`src/hdl/flag_unit_pkg.sv`:
```
`default_nettype none

package flag_unit_pkg;

    localparam int op_w = 4;        // opcode width from the sequencer

    // arithmetic, binary only
    localparam logic [op_w-1:0] op_adc = 4'd0;
    localparam logic [op_w-1:0] op_sbc = 4'd1;
    // logic ops on a and b
    localparam logic [op_w-1:0] op_and = 4'd2;
    localparam logic [op_w-1:0] op_ora = 4'd3;
    localparam logic [op_w-1:0] op_eor = 4'd4;
    localparam logic [op_w-1:0] op_cmp = 4'd5;   // a - b, result kept
    localparam logic [op_w-1:0] op_lda = 4'd6;   // pass b
    localparam logic [op_w-1:0] op_plp = 4'd7;   // flags from b
    // single flag set / clear
    localparam logic [op_w-1:0] op_sec = 4'd8;
    localparam logic [op_w-1:0] op_clc = 4'd9;
    localparam logic [op_w-1:0] op_sei = 4'd10;
    localparam logic [op_w-1:0] op_cli = 4'd11;
    localparam logic [op_w-1:0] op_sed = 4'd12;
    localparam logic [op_w-1:0] op_cld = 4'd13;
    localparam logic [op_w-1:0] op_clv = 4'd14;
    // code 15 is the no-op, returns a and touches no flag

    // status word, bit 7 down to bit 0
    typedef struct packed {
        logic n;        // negative
        logic v;        // overflow
        logic b_hi;     // break, bit 5
        logic b_lo;     // break, bit 4
        logic d;        // decimal, stored only
        logic i;        // irq disable
        logic z;        // zero
        logic c;        // carry
    } psr_flags_t;

    // raw byte for the port and for plp, flag view for per-bit updates
    typedef union packed {
        logic [7:0] raw;
        psr_flags_t flag;
    } psr_word_t;

endpackage

`default_nettype wire

```
`src/hdl/alu_core.sv`:
```
`timescale 1ns/1ps
`default_nettype none

module alu_core (
    input  logic                           clk,
    input  logic                           nrst,
    input  logic                           accept,     // one-cycle strobe from control
    input  logic [flag_unit_pkg::op_w-1:0] op,         // latched op from control
    input  logic [7:0]                     a,
    input  logic [7:0]                     b,
    input  logic                           carry_in,   // stored C
    output logic [7:0]                     db,         // next byte, combinational
    output logic                           carry,
    output logic                           overflow,
    output logic [7:0]                     result
);

    import flag_unit_pkg::*;

    logic [7:0] a_q;        // operand latches
    logic [7:0] b_q;
    logic       accept_q;   // high for the one exec cycle
    logic [7:0] b_in;       // adder b side, inverted for sbc/cmp
    logic       c_in;
    logic [8:0] sum;        // bit 8 is carry out of bit 7

    // operands held for the whole exchange
    always_ff @(posedge clk) begin
        if (accept) begin
            a_q <= a;
            b_q <= b;
        end
    end

    // exec follows accept by exactly one cycle
    always_ff @(posedge clk, negedge nrst) begin
        if (!nrst) begin
            accept_q <= 1'b0;
        end else begin
            accept_q <= accept;
        end
    end

    // adder input select
    always_comb begin
        b_in = b_q;
        c_in = carry_in;
        if (op == op_sbc) begin
            b_in = ~b_q;    // a + ~b + c, borrow is ~c
        end else if (op == op_cmp) begin
            b_in = ~b_q;
            c_in = 1'b1;    // plain subtract, no borrow in
        end
    end

    assign sum      = {1'b0, a_q} + {1'b0, b_in} + {8'd0, c_in};
    assign carry    = sum[8];   // for cmp: a >= b
    // same sign in, different sign out
    assign overflow = (a_q[7] == b_in[7]) && (sum[7] != a_q[7]);

    always_comb begin
        case (op)
            op_adc, op_sbc, op_cmp: db = sum[7:0];
            op_and:                 db = a_q & b_q;
            op_ora:                 db = a_q | b_q;
            op_eor:                 db = a_q ^ b_q;
            op_lda, op_plp:         db = b_q;
            default:                db = a_q;   // flag ops and no-op
        endcase
    end

    // result lands with the flag update, on the edge leaving exec
    always_ff @(posedge clk, negedge nrst) begin
        if (!nrst) begin
            result <= 8'd0;
        end else if (accept_q) begin
            result <= db;
        end
    end

endmodule

`default_nettype wire

```
`src/hdl/flag_control.sv`:
```
`timescale 1ns/1ps
`default_nettype none

module flag_control (
    input  logic                           clk,
    input  logic                           nrst,
    input  logic                           req,
    input  logic [flag_unit_pkg::op_w-1:0] op,
    output logic                           ack,
    output logic                           accept,
    output logic [flag_unit_pkg::op_w-1:0] op_q,
    output logic                           db0_c,
    output logic                           db1_z,
    output logic                           db2_i,
    output logic                           db3_d,
    output logic                           db6_v,
    output logic                           db7_n,
    output logic                           dball_z,     // z from nor of db
    output logic                           carry_c,     // c from alu
    output logic                           overflow_v,  // v from alu
    output logic                           manual_c,
    output logic                           manual_i,
    output logic                           manual_d,
    output logic                           clear_v,
    output logic                           manual_set   // value for the manual writes
);

    import flag_unit_pkg::*;

    localparam logic [1:0] st_idle = 2'd0;
    localparam logic [1:0] st_exec = 2'd1;
    localparam logic [1:0] st_done = 2'd2;   // ack held here

    logic [1:0] state;
    logic [1:0] state_nxt;

    assign accept = (state == st_idle) && req;   // ack is low whenever idle
    assign ack    = (state == st_done);

    always_comb begin
        state_nxt = state;
        case (state)
            st_idle: if (req) state_nxt = st_exec;
            st_exec: state_nxt = st_done;            // single exec cycle
            st_done: if (!req) state_nxt = st_idle;  // wait for req low
            default: state_nxt = st_idle;
        endcase
    end

    always_ff @(posedge clk, negedge nrst) begin
        if (!nrst) begin
            state <= st_idle;
            op_q  <= '1;                    // no-op code
        end else begin
            state <= state_nxt;
            if (accept) op_q <= op;
        end
    end

    // decode, only while in exec
    always_comb begin
        db0_c      = 1'b0;
        db1_z      = 1'b0;
        db2_i      = 1'b0;
        db3_d      = 1'b0;
        db6_v      = 1'b0;
        db7_n      = 1'b0;
        dball_z    = 1'b0;
        carry_c    = 1'b0;
        overflow_v = 1'b0;
        manual_c   = 1'b0;
        manual_i   = 1'b0;
        manual_d   = 1'b0;
        clear_v    = 1'b0;
        manual_set = 1'b0;
        if (state == st_exec) begin
            case (op_q)
                op_adc, op_sbc: begin
                    {dball_z, db7_n, carry_c, overflow_v} = 4'b1111;
                end
                op_cmp: {dball_z, db7_n, carry_c} = 3'b111;    // v untouched
                op_and, op_ora, op_eor, op_lda: {dball_z, db7_n} = 2'b11;
                op_plp: {db0_c, db1_z, db2_i, db3_d, db6_v, db7_n} = 6'b111111;
                op_sec: {manual_c, manual_set} = 2'b11;
                op_clc: manual_c = 1'b1;
                op_sei: {manual_i, manual_set} = 2'b11;
                op_cli: manual_i = 1'b1;
                op_sed: {manual_d, manual_set} = 2'b11;
                op_cld: manual_d = 1'b1;
                op_clv: clear_v = 1'b1;
                default: ;                  // no-op, nothing written
            endcase
        end
    end

endmodule

`default_nettype wire

```
`src/hdl/flag_unit.sv`:
```
`timescale 1ns/1ps
`default_nettype none

module flag_unit (
    input  logic                           clk,
    input  logic                           nrst,
    input  logic                           req,
    input  logic [flag_unit_pkg::op_w-1:0] op,
    input  logic [7:0]                     a,
    input  logic [7:0]                     b,
    input  logic                           brk,
    output logic                           ack,
    output logic [7:0]                     result,
    output logic [7:0]                     psr
);

    import flag_unit_pkg::*;

    logic            accept;
    logic [op_w-1:0] op_q;       // op held by control for the alu
    logic [7:0]      db;
    logic            carry;
    logic            overflow;
    // flag write enables, one cycle in exec
    logic db0_c, db1_z, db2_i, db3_d, db6_v, db7_n;
    logic dball_z, carry_c, overflow_v;
    logic manual_c, manual_i, manual_d, clear_v, manual_set;

    flag_control control_i (
        .clk, .nrst, .req, .op, .ack, .accept, .op_q,
        .db0_c, .db1_z, .db2_i, .db3_d, .db6_v, .db7_n,
        .dball_z, .carry_c, .overflow_v,
        .manual_c, .manual_i, .manual_d, .clear_v, .manual_set
    );

    alu_core alu_i (
        .clk, .nrst, .accept,
        .op       (op_q),
        .a, .b,
        .carry_in (psr[0]),     // stored C feeds adc/sbc
        .db, .carry, .overflow, .result
    );

    status_reg status_i (
        .clk, .nrst, .db, .carry, .overflow, .brk,
        .db0_c, .db1_z, .db2_i, .db3_d, .db6_v, .db7_n,
        .dball_z, .carry_c, .overflow_v,
        .manual_c, .manual_i, .manual_d, .clear_v, .manual_set,
        .psr
    );

endmodule

`default_nettype wire

```
`src/hdl/status_reg.sv`:
```
`timescale 1ns/1ps
`default_nettype none

module status_reg (
    input  logic       clk,
    input  logic       nrst,
    input  logic [7:0] db,          // next byte from alu
    input  logic       carry,
    input  logic       overflow,
    input  logic       brk,         // break level, shown on bits 5:4
    input  logic       db0_c,
    input  logic       db1_z,
    input  logic       db2_i,
    input  logic       db3_d,
    input  logic       db6_v,
    input  logic       db7_n,
    input  logic       dball_z,
    input  logic       carry_c,
    input  logic       overflow_v,
    input  logic       manual_c,
    input  logic       manual_i,
    input  logic       manual_d,
    input  logic       clear_v,
    input  logic       manual_set,
    output logic [7:0] psr
);

    import flag_unit_pkg::*;

    psr_word_t flags_q;     // stored flags, break bits stay 0
    psr_word_t flags_d;
    psr_word_t psr_w;

    // later writes win
    always_comb begin
        flags_d = flags_q;              // hold by default
        if (db0_c) flags_d.flag.c = db[0];
        if (db1_z) flags_d.flag.z = db[1];
        if (db2_i) flags_d.flag.i = db[2];
        if (db3_d) flags_d.flag.d = db[3];
        if (db6_v) flags_d.flag.v = db[6];
        if (db7_n) flags_d.flag.n = db[7];
        if (dball_z) flags_d.flag.z = ~|db;
        if (manual_c) flags_d.flag.c = manual_set;
        if (manual_i) flags_d.flag.i = manual_set;
        if (manual_d) flags_d.flag.d = manual_set;
        if (carry_c) flags_d.flag.c = carry;
        if (overflow_v) flags_d.flag.v = overflow;
        if (clear_v) flags_d.flag.v = 1'b0;
    end

    always_ff @(posedge clk, negedge nrst) begin
        if (!nrst) begin
            flags_q <= '0;
        end else begin
            flags_q <= flags_d;
        end
    end

    // break bits come straight from the pin
    always_comb begin
        psr_w           = flags_q;
        psr_w.flag.b_hi = brk;
        psr_w.flag.b_lo = brk;
    end

    assign psr = psr_w.raw;

endmodule

`default_nettype wire
```
`config.mk`:
```
export PLATFORM = sky130hd
export DESIGN_NAME = flag_unit
export DESIGN_NICKNAME = d
export VERILOG_FILES = /design/src/hdl/flag_unit_pkg.sv /design/src/hdl/alu_core.sv /design/src/hdl/flag_control.sv /design/src/hdl/flag_unit.sv /design/src/hdl/status_reg.sv
export SDC_FILE = /design/constraint.sdc
export NUM_CORES = 1
export LEC_CHECK = 0
export BUFFER_PORTS_ARGS = -buffer_cell sky130_fd_sc_hd__buf_4
export CAP_MARGIN = 20
export CORE_ASPECT_RATIO = 0.5
export CORE_MARGIN = 10
export CORE_UTILIZATION = 50
export DETAILED_ROUTE_END_ITERATION = 8
export PLACE_DENSITY = 0.74
export SLEW_MARGIN = 20
export SYNTH_ARGS = -nofsm -noshare
export SYNTH_HDL_FRONTEND = slang
export SYNTH_HIERARCHICAL = 1
export SYNTH_SLANG_ARGS = --single-unit
```
`constraint.sdc`:
```
create_clock -name clk -period 3.3 [get_ports clk]
set_input_delay 0.495 -clock clk [delete_from_list [all_inputs] [get_ports clk]]
set_output_delay 0.495 -clock clk [all_outputs]
set_load 0.05 [all_outputs]
```
==> impl_metrics.tcl <==
set metrics [dict create \
    status "complete, no violations" \
    fp.dieH_um 71.4 \
    grt_pass1_vias 2051 \
    start_util 0.526 \
    endpoint_kind "flop" \
    cts_max_path_buffers 2 \
    cts_root_buf "clkbuf_8" \
    p_per_area_mw_per_mm2 1080 \
    maxCapViolations 0 \
    synth-edff-count 16 \
    detail-route-antenna-nets 0 \
    layout_common_cells "buf_4 (43), ha_1 (24), inv_1 (20), dfrtp_1 (17), edfxtp_1 (16)" \
    synth_area_mm2 0.00264 \
    wire_per_inst_um 18.7 \
    fin_crit_sh 0.958 \
    peakVddDrop_v 0.000543 \
    yosys_register_bits 37 \
    synth_warnings 6 \
    syn_nets 305 \
    max_slew_margin 0.350 \
    yosysUniqueCellTypes 54 \
    synth_cells 255 \
    synthAdderAreaFrac 0.129 \
    final_common_cell "buf_4" \
    drt_iter0_drc 148 \
    crit_arrival_ps 3370 \
    vias_per_cell 5.68 \
    fin_setup_tns_ps 0 \
    start_kind "flop" \
    setup.worst_path.class "reg2reg" \
    route.detailed.drc 0 \
    clock.fmax_ghz 0.316 \
    stdcell_count 359 \
    io_pins 41 \
    setup_viol 0 \
    fin_crit_ps 3160 \
    critPathRequiredTime_ps 3510 \
    cts_tree "done" \
    synth-simple-area-share 0.131 \
    hold_class "in2async" \
    seq_area_frac_synth 0.383 \
    clk_latency_ps 300 \
    place_congestion 0.873 \
    syn_avg_cell_area_um2 10.4 \
    htreeDepth 2 \
    vias 2039 \
    core_mm2 0.00502 \
    die_w_um 123 \
    gr-total-overflow 0 \
    antenna_found_initial 0 \
    synth_compound_area_frac 0.156 \
    placed_cells 351 \
    area_growth_pct 17.4 \
    synthMuxAreaShare 0.101 \
    synth_flop_cell "dfrtp_1" \
    postCtsSetupRepairBufs 0 \
    finalHoldViolCount 0 \
    row_count 18 \
    grt_max_degree 26 \
    drv_slew 0 \
    rsz0062_at_grt "yes" \
    cts_sinks 37 \
    p_leak_nw 1.36 \
    numCtsBuffers 5 \
    routed_wl_mm 6.71 \
    grt_first_pass_wirelength_mm 10.9 \
    drive_above_1_share 0.266 \
    synthArstFlopShare 0.568 \
    fin_skew_ps 8.81 \
    antenna_cells 0 \
    synth_top_family_by_area "compound AO/OA/AOI/OAI gates" \
    drt_first_pass_iters 4 \
    dieArea_mm2 0.00877 \
    fin_nets 338 \
    worst-path-max-fanout 8 \
    clk_pin_slew_ps 80 \
    tightest_slew_ps 971 \
    grt_usage 0.157 \
    synth_xor_area_frac 0.0332 \
    numPortBuffers 37 \
    dp_hpwl_mm 5.07 \
]
[sequential cells by signal, indices dropped and copies added (netlist names)]
signal            count
alu_i/a_q             8
alu_i/b_q             8
alu_i/result          8
status_i/flags_q      6
control_i/op_q        4
control_i/state       2
alu_i/accept_q        1
[cell usage after synthesis (3+ instances only)]
master	n	area (um2)
ha_1	24	300
inv_1	20	75.1
dfrtp_1	17	425
edfxtp_1	16	480
a21oi_1	14	70.1
mux2i_1	12	120
nor2_1	12	45.0
mux2_2	11	124
nand2_1	10	37.5
o21ai_0	9	45.0
xnor2_1	9	78.8
buf_2	7	35.0
nor3b_1	7	52.6
a22o_1	6	52.6
buf_4	6	45.0
a21o_1	5	37.5
clkbuf_1	5	18.8
nor2b_1	5	31.3
nor3_1	5	25.0
dfstp_2	4	105
a221oi_1	3	26.3
a222oi_1	3	30.0
nand3_1	3	15.0
nor4_1	3	18.8
o21ai_1	3	15.0
[where the power goes]
group | switching [mW] | internal, mW | total, mW
registers | 0.137 | 0.671 | 0.808
logic | 1.31 | 0.857 | 2.17
clock network | 0.181 | 0.197 | 0.378
[worst max-delay path, cell delays in order (launching register included)]
cell and delay [ps]:
dfstp_2 530, nor3b_4 220, buf_6 180, xnor2_1 180, ha_1 310, and3_1 210
o31a_1 340, or3_1 340, a31oi_2 220, nor2_1 80, nor4_1 280, nand3_1 110
o21ai_0 80
[per-layer routing]
layer | vias to the layer above | global-route usage | part of all wire
li1 | 987 | - | -
met1 | 981 | 0.209 | 0.44
met2 | 62 | 0.248 | 0.46
met3 | 9 | 0.0336 | 0.076
met4 | 0 | 0.0506 | 0.016
met5 | - | 0 | 0
[cell type report]
class / count / area, um2
Clock inverter: 1 / 8.76
Inverter: 21 / 78.8
Multi-Input combinational cell: 179 / 1480
Timing Repair Buffer: 44 / 334
Fill cell: 435 / 1920
Clock buffer: 7 / 97.6
Tap cell: 70 / 87.6
Sequential cell: 37 / 1010
[through the flow]
stage	instance area [um2]	power, mW	util	hold WS, ps	setup slack (ps)
2_1_floorplan	2660	2.36	-	199	8.68
3_3_place_gp	2970	2.89	0.591	389	139
3_5_place_dp	2970	2.94	0.591	387	58.8
4_1_cts	3080	3.32	0.613	67.3	27.4
5_1_grt	3100	3.59	0.617	66.5	-0.667
6_report	3100	3.35	0.617	65.1	139
[cells by family (layout without fill, tap and decap cells)]
family	Yosys count	in the layout
flops	37	37
simple gates	60	60
mux	25	25
xor+xnor	10	10
compound gates	58	58
fa+ha+maj	26	26
buf+inv	39	73
[path summary, 6_finish.rpt]
path / start / end / slack [ps] / depth (start not counted)
max: control_i/op_q[0] / status_i/flags_q[1] / 140 / 12
min: nrst / alu_i/result[5] / 70 / 1
max reg2reg: control_i/op_q[0] / status_i/flags_q[1] / 140 / 12
min reg2reg: alu_i/result[7] / alu_i/result[7] / 500 / 1
max in group asynchronous: nrst / control_i/op_q[0] / 2960 / 1
min in group clk: b[6] / alu_i/b_q[6] / 370 / 1
[repair_timing]
item                                    in CTS  in global routing
hold buffers                                 0                  0
gates resized for setup                      0                  4
endpoints found under the setup margin       0                  2
(Power assumes the default switching activity.)
